**src/verilog/cpu_pkg.sv**
```systemverilog
`default_nettype none

package cpu_pkg;

    typedef logic [7:0]  byte_t;
    typedef logic [15:0] addr_t;
    typedef logic [31:0] ctrl_word_t;

    // Main bus source select
    typedef enum logic [3:0] {
        BUS_NONE   = 4'd0,
        BUS_EXT    = 4'd1,
        BUS_A      = 4'd2,
        BUS_B      = 4'd3,
        BUS_ALU    = 4'd4,
        BUS_RAM    = 4'd5,
        BUS_MAR_LO = 4'd6,
        BUS_MAR_HI = 4'd7,
        BUS_OUT    = 4'd8
    } bus_src_e;

    typedef enum logic [2:0] {
        ALU_ADD    = 3'd0,
        ALU_SUB    = 3'd1,
        ALU_AND    = 3'd2,
        ALU_OR     = 3'd3,
        ALU_XOR    = 3'd4,
        ALU_SHL    = 3'd5,
        ALU_SHR    = 3'd6,
        ALU_PASS_B = 3'd7
    } alu_op_e;

    // Control word fields
    localparam int CW_BUS_SRC_LSB = 0;
    localparam int CW_BUS_SRC_W   = 4;
    localparam int CW_ALU_OP_LSB  = 4;
    localparam int CW_ALU_OP_W    = 3;

    // Single-bit strobes
    localparam int CW_LOAD_A       = 7;
    localparam int CW_LOAD_B       = 8;
    localparam int CW_LOAD_OUT     = 9;
    localparam int CW_LOAD_FLAGS   = 10;
    localparam int CW_MAR_EXT      = 11;
    localparam int CW_MAR_LO       = 12;
    localparam int CW_MAR_HI       = 13;
    localparam int CW_MAR_INC      = 14;
    localparam int CW_RAM_WE       = 15;
    localparam int CW_RAM_ADDR_EXT = 16;

    // 1 KiB that aliases above the low address bits
    localparam int RAM_ADDR_BITS = 10;
    localparam int RAM_DEPTH     = 1 << RAM_ADDR_BITS;

endpackage

`default_nettype wire
```
**src/verilog/address_unit.sv**
```systemverilog
`timescale 1ns/10ps
`default_nettype none

module address_unit import cpu_pkg::*; (
    input  logic  clk,
    input  logic  rst_n,
    input  logic  mar_ext,
    input  logic  mar_lo,
    input  logic  mar_hi,
    input  logic  mar_inc,
    input  logic  ram_addr_ext,
    input  addr_t addr_in,
    input  byte_t main_bus,
    output addr_t mar,
    output addr_t addr_bus
);

    // External address first, then bus bytes, then increment
    always_ff @(posedge clk) begin
        if (!rst_n) begin
            mar <= '0;
        end else if (mar_ext) begin
            mar <= addr_in;
        end else if (mar_lo || mar_hi) begin
            if (mar_lo) begin
                mar[7:0] <= main_bus;
            end
            if (mar_hi) begin
                mar[15:8] <= main_bus;
            end
        end else if (mar_inc) begin
            mar <= mar + addr_t'(1);
        end
    end

    assign addr_bus = ram_addr_ext ? addr_in : mar;

endmodule

`default_nettype wire

```
**config.mk**
```make
export PLATFORM = sky130hd
export DESIGN_NAME = address_unit
export DESIGN_NICKNAME = d
export VERILOG_FILES = /design/src/verilog/cpu_pkg.sv /design/src/verilog/address_unit.sv
export SDC_FILE = /design/constraint.sdc
export NUM_CORES = 1
export LEC_CHECK = 0
export ABC_AREA = 1
export BUFFER_PORTS_ARGS = -buffer_cell sky130_fd_sc_hd__buf_2
export CAP_MARGIN = 20
export CORE_ASPECT_RATIO = 1.25
export CORE_MARGIN = 4
export CORE_UTILIZATION = 47
export CTS_BUF_LIST = sky130_fd_sc_hd__clkbuf_16
export CTS_CLUSTER_SIZE = 30
export DETAILED_ROUTE_END_ITERATION = 6
export MAX_ROUTING_LAYER = met4
export PLACE_DENSITY = 0.79
export SLEW_MARGIN = 5
export SYNTH_ARGS = -nofsm -noshare
export SYNTH_HDL_FRONTEND = slang
export SYNTH_SLANG_ARGS = --single-unit
```
**constraint.sdc**
```tcl
create_clock -name clk -period 1.6 [get_ports clk]
set_input_delay 0 -clock clk [delete_from_list [all_inputs] [get_ports clk]]
set_output_delay 0 -clock clk [all_outputs]
set_load 0.03 [all_outputs]
```
==> results of run 1 <==
-- kinds of logic (layout without fill, tap and decap cells) --
logic type / Yosys count / count (layout)
buffers and inverters: 42 / 101
adders and majority gates: 1 / 1
muxes: 4 / 4
DFF: 16 / 16
AOI/OAI and AO/OA: 67 / 67
and+or+nand+nor: 98 / 98
-- per-layer routing --
metal	vias up	wire (um)	part of all wire [%]	track usage, %
li1	891	-	-	-
met5	-	0	0	-
met1	813	1860	43	27.4
met2	58	2140	50	42.3
met3	5	249	5.8	3.21
met4	0	60	1.4	8.61
-- worst min-delay path, cell delays in order --
cell	delay [ns]
buf_2	0.09
a21oi_1	0.06
a21oi_1	0.11
-- how the worst max path moves through the flow --
| stage | depth (start not counted) | end | slack [ns] | startpoint |
|---|---|---|---|---|
| after global routing | 7 | mar[14]$_SDFFE_PN0P_ | 0.1 | mar[0]$_SDFFE_PN0P_ |
| final | 8 | mar[8]$_SDFFE_PN0P_ | 0.22 | mar[0]$_SDFFE_PN0P_ |
| after CTS | 8 | mar[8]$_SDFFE_PN0P_ | 0.23 | mar[1]$_SDFFE_PN0P_ |
| after global placement | 8 | mar[8]$_SDFFE_PN0P_ | 0.30 | mar[1]$_SDFFE_PN0P_ |
| after floorplan | 8 | mar[10]$_SDFFE_PN0P_ | 0.13 | mar[1]$_SDFFE_PN0P_ |
| after detailed placement | 8 | mar[8]$_SDFFE_PN0P_ | 0.25 | mar[1]$_SDFFE_PN0P_ |
-- power groups by stage --
stage               Combinational, uW  Sequential (uW)  Clock (uW)
floorplan                         253              546           0
global placement                  468              486           0
detailed placement                471              489           0
CTS                               474              481         494
global route                      516              489         517
finish                            474              481         492
-- Yosys cell counts (all sizes together) --
master / instances / area [um2]
nor2: 22 / 103
nand2: 54 / 210
o21ai: 28 / 144
nor3: 1 / 5.00
nand3: 17 / 85.1
mux2: 4 / 45.0
o21bai: 1 / 7.51
and2: 2 / 12.5
a21oi: 21 / 109
inv: 32 / 120
buf: 7 / 36.3
ha: 1 / 12.5
o221ai: 14 / 123
o22ai: 3 / 18.8
dfxtp: 16 / 320
nand4: 2 / 12.5
clkbuf: 3 / 11.3
-- final cells by class --
| cell class | count | area share, % |
|---|---|---|
| clock buffer | 3 | 4.20 |
| inverter | 32 | 6.73 |
| multi-input combinational | 170 | 49.7 |
| sequential | 16 | 17.9 |
| tap | 34 | 2.38 |
| timing repair buffer | 66 | 19.1 |
-- stage by stage --
stage / worst slack [ns] / instance area, um2 / util (%) / hold WS [ns] / power (uW)
after floorplan: 0.126 / 1380 / - / 0.138 / 799
after global placement: 0.305 / 1710 / 62.6 / 0.294 / 954
after detailed placement: 0.253 / 1710 / 62.6 / 0.297 / 960
after CTS: 0.234 / 1790 / 65.3 / 0.0452 / 1450
after global routing: 0.0985 / 1790 / 65.3 / 0.0560 / 1520
final: 0.224 / 1790 / 65.3 / 0.0471 / 1450
==> run summary, run 1 <==
Outcome: completed
R2R cell count: 8
Final std cells w/o fill: 321
Clk slew on worst S/H paths: 0.05 ns
Max-cap violations: 0
Top-level port count: 63
Critical path class: flop to flop
Mux cell area share after synthesis: 3.28%
RR Startpoint: mar[0]$_SDFFE_PN0P_
CP delay by family, top: simple AND/OR/NAND/NOR gates
P_int: 916 uW
CTS Root Cell: clkbuf_16
Crit path time final: 1.38 ns
Compound-Gate Fraction of Synth Area: 29.2%
Worst-margin pin slew: 0.475 ns
Yosys Warn Count: 0
Hold Path Stages: 3
Final clock skew: 0.00206 ns
Adder-cell area share of the yosys netlist: 0.910%
Critical-path cell list: ha_1 > nand2_1 > nor2_2 > nand2_2 > o21bai_1 > nand2_1 > nand2_1 > a21oi_1
Core ar.: 2730 um2
Via count: 1,767
First-pass GRT wire length: 7070 um
Vias in the first global route: 1,626
VDD IR max: 536 uV
Vias/cell: 5.50
Detailed-placement wirelength estimate: 3290 um
Register share of total power: 33.3%
Most frequent cells in the layout: 62 x buf_2, 51 x nand2_1, 30 x inv_1, 23 x o21ai_0, 20 x a21oi_1
Ratio of cells with drive above 1 in the final layout: 29.3%
CP bufs+invs: 0
Top reg by flops: mar
Most used cell along the critical path: nand2_1
Placed Cells: 318
Quantity of hold-fixing buffers added after cts: 0
Fill cell count: 279
Synth cell types: 26
Number of detailed-route iterations in the first pass: 5
WP data required: 1.73 ns
Nets: 321
Crit start category: flop
Biggest regs: mar x16
Max FO, Critical Path: 6
Total CTS buffers: 3
Post-Syn Nets: 260
DRT antenna net count: 0
GP Congestion: 0.861
Largest net degree at the start of global routing: 29
CTS tree: yes
Leakage: 0.000911 uW
Comb pwr share: 32.8%
Worst Hold Class: input pin to flop
Xor and xnor fraction of the mapped netlist area: 0%
Synth Area per Inst: 6.03 um2
CTS H-Tree Depth: 1
PortBufs: 62
Full die area: 3860 um2
Hold EP: mar[2]$_SDFFE_PN0P_
Final Hold Viols: 0
RSZ-0062 raised after global routing: false
Clock power share: 34.0%
Most common cell after layout, fill and taps aside: buf_2
Switching pwr: 531 uW
Register bit total from synthesis: 16
Starting Density: 50.3%
Post-route setup TNS: 0 ns
# diodes: 0
Post-CTS sizing: 0
Synthesized area: 1380 um2
Area of the multi-input gates: 887 um2
Hold Crit Start: main_bus[2]
Main combinational cell family by area after synthesis: simple AND/OR/NAND/NOR gates
Area grow syn2layout: 29.8%
# Post-CTS Setup Buffers: 0
PD cells: 810 nW/um2
Worst EP arrival: 1.51 ns
Clock sink count: 16
Total GRT Usage: 23.7%
Die Y: 68.5 um
FF-to-FF setup slack: 0.22 ns
Post-detailed-routing wire length: 4310 um
Peak per-stage delay on the critical path: 0.40 ns
Normalized max-slew margin: 68.2%
Max Slew Vio Count: 0
Max reg flops: 16
Fin crit share: 86.0%
Post-Synth Simple-Gate Area: 31.1%
Row count: 21
Die Wd: 56.4 um
Syn Inst Count: 228
Slowest CP cell: dfxtp_1
Area occupied by registers: 320 um2
Initial antenna violation count: 0
Sequential fraction of the synthesis area: 23.3%
Sw Ratio: 36.7%
GRT Residual Overflow: 0
Clk_lat worst skew: 0.25 ns
CTS max path bufs: 2
CP Capture Type: flop
Reg-to-reg endpoint: mar[8]$_SDFFE_PN0P_
Avg WL per Cell: 13.4 um
Final setup fails: 0
# DRC: 0
Achievable frequency: 0.727 GHz
Number of DRC markers in iteration 0: 48
Note: power is estimated with default switching activity, not from simulation.
==> inputs of run 2 (changes only) <==
--- a/config.mk
+++ b/config.mk
@@ -14,6 +14,7 @@
 export CTS_BUF_LIST = sky130_fd_sc_hd__clkbuf_16
 export CTS_CLUSTER_SIZE = 30
 export DETAILED_ROUTE_END_ITERATION = 6
+export GPL_TIMING_DRIVEN = 0
 export MAX_ROUTING_LAYER = met4
 export PLACE_DENSITY = 0.79
 export SLEW_MARGIN = 5
==> run 2 against run 1 <==
Against the previous run:
- cell count is 1.9% higher
- wire length increased by 7.0%
- utilization increased by 0.60 points
- sequential cell count stayed put
- largest cell class unchanged
- largest power group unchanged
==> run summary, run 2 (synthesized netlist as in run 1, its figures left out) <==
RSZ-0062 raised after global routing: false (unchanged)
Most used cell along the critical path: nand3_1 (was nand2_1)
Leakage: 0.000917 uW (was 0.000911 uW)
Worst-margin pin slew: 0.569 ns (was 0.475 ns)
Core ar.: 2730 um2 (unchanged)
CTS Root Cell: clkbuf_16 (unchanged)
Clk_lat worst skew: 0.25 ns (about the same)
VDD IR max: 523 uV (was 536 uV)
R2R cell count: 7 (was 8)
Normalized max-slew margin: 62.0% (was 68.2%)
Clk slew on worst S/H paths: 0.05 ns (about the same)
Crit path time final: 1.42 ns (was 1.38 ns)
P_int: 919 uW (was 916 uW)
Register share of total power: 33.1% (was 33.3%)
Die Y: 68.5 um (unchanged)
Design Area, Final: 1800 um2 (was 1790 um2)
Placed cell areas: 1720 um2 (was 1710 um2)
Slowest CP cell: dfxtp_1 (unchanged)
# DRC: 0 (unchanged)
Full die area: 3860 um2 (unchanged)
GP Congestion: 0.917 (was 0.861)
Final Hold Viols: 0 (unchanged)
Detailed-placement wirelength estimate: 3510 um (was 3290 um)
Critical-path cell list: nand2_2 > inv_1 > nand2_1 > nor2_1 > nand3_1 > nand3_1 > a21oi_1 (was ha_1 > nand2_1 > nor2_2 > nand2_2 > o21bai_1 > nand2_1 > nand2_1 > a21oi_1)
Max FO, Critical Path: 6 (unchanged)
CTS tree: yes (unchanged)
Die Wd: 56.4 um (unchanged)
# Post-CTS Setup Buffers: 0 (unchanged)
Via count: 1,787 (was 1,767)
Number of DRC markers in iteration 0: 74 (was 48)
Worst Hold Class: input pin to flop (unchanged)
# diodes: 0 (unchanged)
Post-CTS sizing: 0 (unchanged)
Largest net degree at the start of global routing: 11 (was 29)
Area grow syn2layout: 31.0% (was 29.8%)
Max-cap violations: 0 (unchanged)
DRT antenna net count: 0 (unchanged)
Achievable frequency: 0.706 GHz (was 0.727 GHz)
Starting Density: 50.3% (unchanged)
Biggest regs: mar x16 (unchanged)
Quantity of hold-fixing buffers added after cts: 0 (unchanged)
CTS max path bufs: 2 (unchanged)
Number of detailed-route iterations in the first pass: 4 (was 5)
Avg WL per Cell: 14.1 um (was 13.4 um)
Most common cell after layout, fill and taps aside: buf_2 (unchanged)
Clock sink count: 16 (unchanged)
Max reg flops: 16 (unchanged)
CP bufs+invs: 1 (was 0)
Clock power share: 34.4% (was 34.0%)
CTS H-Tree Depth: 1 (unchanged)
Hold WS: 0.0499 ns (was 0.0471 ns)
Post-detailed-routing wire length: 4610 um (was 4310 um)
Outcome: completed (unchanged)
Total CTS buffers: 3 (unchanged)
Vias/cell: 5.46 (was 5.50)
Peak per-stage delay on the critical path: 0.47 ns (was 0.40 ns)
First-pass GRT wire length: 7530 um (was 7070 um)
Worst EP arrival: 1.56 ns (was 1.51 ns)
CP Depth: 7 (was 8)
Row count: 21 (unchanged)
Final std cells w/o fill: 327 (was 321)
PD cells: 812 nW/um2 (was 810 nW/um2)
Final setup fails: 0 (unchanged)
Total GRT Usage: 25.3% (was 23.7%)
Initial antenna violation count: 0 (unchanged)
Crit start category: flop (unchanged)
Top reg by flops: mar (unchanged)
Ratio of cells with drive above 1 in the final layout: 29.0% (was 29.3%)
Top-level port count: 63 (unchanged)
CP Capture Type: flop (unchanged)
Fin crit share: 88.6% (was 86.0%)
Hold Path Stages: 3 (unchanged)
Critical path class: flop to flop (unchanged)
Max Slew Vio Count: 0 (unchanged)
Final clock skew: 0.00415 ns (was 0.00206 ns)
Post-route setup TNS: 0 ns (unchanged)
Placed Cells: 323 (was 318)
Sw Ratio: 37.1% (was 36.7%)
Nets: 326 (was 321)
Comb pwr share: 32.5% (was 32.8%)
Most frequent cells in the layout: 66 x buf_2, 51 x nand2_1, 30 x inv_1, 23 x o21ai_0, 20 x a21oi_1 (was 62 x buf_2, 51 x nand2_1, 30 x inv_1, 23 x o21ai_0, 20 x a21oi_1)
CP delay by family, top: simple AND/OR/NAND/NOR gates (unchanged)
Switching pwr: 543 uW (was 531 uW)
Vias in the first global route: 1,713 (was 1,626)
WP data required: 1.74 ns (was 1.73 ns)
PortBufs: 61 (was 62)
GRT Residual Overflow: 0 (unchanged)
## run 2: routing by layer
layer	GRT usage, %	routed length, um
met5	-	0
met2	45.9	2320
met1	28.8	1890
met3	3.21	351
met4	9.20	48
## run 2: area by class of cell
cell class                      instances  area, um2
Clock buffer                            3       75.1
Tap cell                               34       42.5
Sequential cell                        16        320
Buffer                                 10       47.5
Fill cell                             292        931
Multi-Input combinational cell        170        887
Timing Repair Buffer                   61        305
Inverter                               32        120
Clock inverter                          1       3.75
## run 2: final timing paths
kind	startpoint	slack (ns)	to
setup / recovery	mar[4]$_SDFFE_PN0P_	0.18	mar[15]$_SDFFE_PN0P_
setup reg to reg	mar[4]$_SDFFE_PN0P_	0.18	mar[15]$_SDFFE_PN0P_
hold / removal	addr_in[1]	0.05	mar[1]$_SDFFE_PN0P_
hold reg to reg	mar[15]$_SDFFE_PN0P_	0.60	mar[15]$_SDFFE_PN0P_
## run 2: power groups by stage
stage,sequential [uW],clock [uW],combinational (uW)
floorplan,546,0,253
global placement,491,0,468
detailed placement,492,0,473
CTS,483,502,475
global route,491,522,520
finish,484,503,475
## run 2: stage by stage
stage                     util [%]  setup WS (ns)  total power (uW)
final                         65.9          0.183              1460
after global routing          65.9         0.0706              1530
after CTS                     65.9          0.203              1460
after detailed placement      63.0          0.223               964
after global placement        63.0          0.267               959
after floorplan                  -          0.126               799
## run 2: tightest hold or removal path, cell delays in order
cell and delay [ns]:
buf_2 0.08, o21ai_0 0.07, a21oi_1 0.11
==> inputs of run 3 (changes only) <==
--- a/config.mk
+++ b/config.mk
@@ -8,7 +8,7 @@
 export ABC_AREA = 1
 export BUFFER_PORTS_ARGS = -buffer_cell sky130_fd_sc_hd__buf_2
 export CAP_MARGIN = 20
-export CORE_ASPECT_RATIO = 1.25
+export CORE_ASPECT_RATIO = 0.8
 export CORE_MARGIN = 4
 export CORE_UTILIZATION = 47
 export CTS_BUF_LIST = sky130_fd_sc_hd__clkbuf_16
==> run 3 against run 2 <==
Against the previous run:
- count of clock-buffer cells in the layout unchanged
- power shrank 0.94%
- worst hold slack got worse by 0.00096 ns
- via count is 1.7% lower
- critical path depth up 2
- global-route usage increased by 0.13 points
- largest cell class unchanged
==> run summary, run 3 (synthesized netlist as in run 1, its figures left out) <==
CP Capture Type: flop (unchanged)
Detailed-placement wirelength estimate: 3450 um (was 3510 um)
Most common cell after layout, fill and taps aside: buf_2 (unchanged)
Critical path class: flop to flop (unchanged)
Leakage: 0.000915 uW (was 0.000917 uW)
Hold Crit Start: addr_in[1] (unchanged)
DRT antenna net count: 0 (unchanged)
Core ar.: 2790 um2 (was 2730 um2)
Largest net degree at the start of global routing: 11 (unchanged)
# DRC: 0 (unchanged)
Fin crit share: 87.5% (was 88.6%)
Register share of total power: 33.3% (was 33.1%)
Worst-margin pin slew: 0.562 ns (was 0.569 ns)
Row count: 17 (was 21)
Nets: 326 (unchanged)
Switching pwr: 532 uW (was 543 uW)
Top reg by flops: mar (unchanged)
# diodes: 0 (unchanged)
Outcome: completed (unchanged)
Achievable frequency: 0.714 GHz (was 0.706 GHz)
Worst Hold Class: input pin to flop (unchanged)
Final Hold Viols: 0 (unchanged)
GRT Residual Overflow: 0 (unchanged)
Comb pwr share: 32.8% (was 32.5%)
Normalized max-slew margin: 62.5% (was 62.0%)
Full die area: 3860 um2 (unchanged)
Hold EP: mar[1]$_SDFFE_PN0P_ (unchanged)
Reg-to-reg endpoint: mar[12]$_SDFFE_PN0P_ (was mar[15]$_SDFFE_PN0P_)
Max reg flops: 16 (unchanged)
Ratio of cells with drive above 1 in the final layout: 29.1% (was 29.0%)
Most used cell along the critical path: nand2_1 (was nand3_1)
Total CTS buffers: 3 (unchanged)
RSZ-0062 raised after global routing: false (unchanged)
Critical-path cell list: ha_1 > nand2_1 > nor2_2 > nand2_2 > inv_2 > nand2_1 > nand2_1 > nand3_1 > a21oi_2 (was nand2_2 > inv_1 > nand2_1 > nor2_1 > nand3_1 > nand3_1 > a21oi_1)
Post-CTS sizing: 0 (unchanged)
Final Total Pwr: 1450 uW (was 1460 uW)
Via count: 1,756 (was 1,787)
Peak per-stage delay on the critical path: 0.42 ns (was 0.47 ns)
Clk slew on worst S/H paths: 0.05 ns (about the same)
Starting Density: 49.3% (was 50.3%)
Post-route setup TNS: 0 ns (unchanged)
Vias in the first global route: 1,573 (was 1,713)
CTS H-Tree Depth: 1 (unchanged)
Die Wd: 68.5 um (was 56.4 um)
Max FO, Critical Path: 6 (unchanged)
Initial antenna violation count: 0 (unchanged)
Final setup fails: 0 (unchanged)
Crit path time final: 1.40 ns (was 1.42 ns)
WP data required: 1.78 ns (was 1.74 ns)
Sw Ratio: 36.7% (was 37.1%)
Number of DRC markers in iteration 0: 175 (was 74)
Post-detailed-routing wire length: 4400 um (was 4610 um)
Vias/cell: 5.32 (was 5.46)
Max Slew Vio Count: 0 (unchanged)
Quantity of hold-fixing buffers added after cts: 0 (unchanged)
Final clock skew: 0.00146 ns (was 0.00415 ns)
Slowest CP cell: dfxtp_1 (unchanged)
R2R cell count: 9 (was 7)
Setup WS post-layout: 0.199 ns (was 0.183 ns)
Total GRT Usage: 25.4% (was 25.3%)
Most frequent cells in the layout: 66 x buf_2, 51 x nand2_1, 30 x inv_1, 23 x o21ai_0, 20 x a21oi_1 (unchanged)
Pre-CTS WS: 0.225 ns (was 0.223 ns)
Crit start category: flop (unchanged)
Clk_lat worst skew: 0.25 ns (about the same)
Biggest regs: mar x16 (unchanged)
Fin util: 64.7% (was 65.9%)
Hold WS: 0.0489 ns (was 0.0499 ns)
First-pass GRT wire length: 7340 um (was 7530 um)
Number of detailed-route iterations in the first pass: 4 (unchanged)
Die Y: 56.4 um (was 68.5 um)
Clock power share: 33.8% (was 34.4%)
Max-cap violations: 0 (unchanged)
FF-to-FF setup slack: 0.20 ns (was 0.18 ns)
CTS max path bufs: 2 (unchanged)
RR Startpoint: mar[1]$_SDFFE_PN0P_ (was mar[4]$_SDFFE_PN0P_)
P_int: 916 uW (was 919 uW)
PortBufs: 61 (unchanged)
Top-level port count: 63 (unchanged)
Hold Path Stages: 3 (unchanged)
PD cells: 803 nW/um2 (was 812 nW/um2)
Avg WL per Cell: 13.3 um (was 14.1 um)
VDD IR max: 526 uV (was 523 uV)
CTS Root Cell: clkbuf_16 (unchanged)
CTS tree: yes (unchanged)
# Post-CTS Setup Buffers: 0 (unchanged)
Clock sink count: 16 (unchanged)
Worst EP arrival: 1.59 ns (was 1.56 ns)
Area grow syn2layout: 31.1% (was 31.0%)
GP Congestion: 0.988 (was 0.917)
==> run 3: changes by cell type in the layout (fill, tap and decap cells not counted) <==
cell / before / now
clkinv_1: 1 / 0
==> run 3: power by group through the flow <==
stage,clock [uW],combinational [uW],sequential [uW]
5_1_grt,512,523,490
6_report,490,475,483
3_5_place_dp,0,473,489
3_3_place_gp,0,469,489
4_1_cts,493,475,481
2_1_floorplan,0,253,546
==> run 3: worst max-delay path by stage <==
stage,from,to,slack (ns)
finish,mar[1]$_SDFFE_PN0P_,mar[12]$_SDFFE_PN0P_,0.20
floorplan,mar[1]$_SDFFE_PN0P_,mar[10]$_SDFFE_PN0P_,0.13
global route,mar[1]$_SDFFE_PN0P_,mar[14]$_SDFFE_PN0P_,0.07
global placement,mar[1]$_SDFFE_PN0P_,mar[12]$_SDFFE_PN0P_,0.25
CTS,mar[1]$_SDFFE_PN0P_,mar[12]$_SDFFE_PN0P_,0.21
detailed placement,mar[1]$_SDFFE_PN0P_,mar[12]$_SDFFE_PN0P_,0.23
==> run 3: layout make-up <==
cell class | count | area (um2)
fillers | 280 | 983
plain buffers | 10 | 47.5
well taps | 38 | 47.5
repair buffers | 61 | 305
multi-input cells | 170 | 887
clock buffers | 3 | 75.1
flip-flops and latches | 16 | 320
inverters | 32 | 120
==> run 3: routing by layer <==
layer | global-route usage, % | share of wire (%) | up-vias | wire [um]
met5 | - | 0 | - | 0
met4 | 3.97 | 0.57 | 0 | 25
met3 | 6.60 | 13 | 5 | 559
met2 | 36.5 | 44 | 96 | 1920
met1 | 36.2 | 43 | 755 | 1890
li1 | - | - | 900 | -
==> run 3: metrics by stage <==
| step | area (um2) | std cells |
|---|---|---|
| 2_1_floorplan | 1380 | 228 |
| 3_3_place_gp | 1730 | 327 |
| 3_5_place_dp | 1730 | 327 |
| 4_1_cts | 1800 | 330 |
| 5_1_grt | 1800 | 330 |
| 6_report | 1800 | 330 |
==> run 3: worst max-delay path: cells and delay by family (launching register included) <==
kind,cells,cell delay (ns)
AND/OR/NAND/NOR,6,0.49
flip-flops,1,0.42
adder cells (fa/ha/maj),1,0.23
AO/OA/AOI/OAI,1,0.12
buffers and inverters,1,0.07
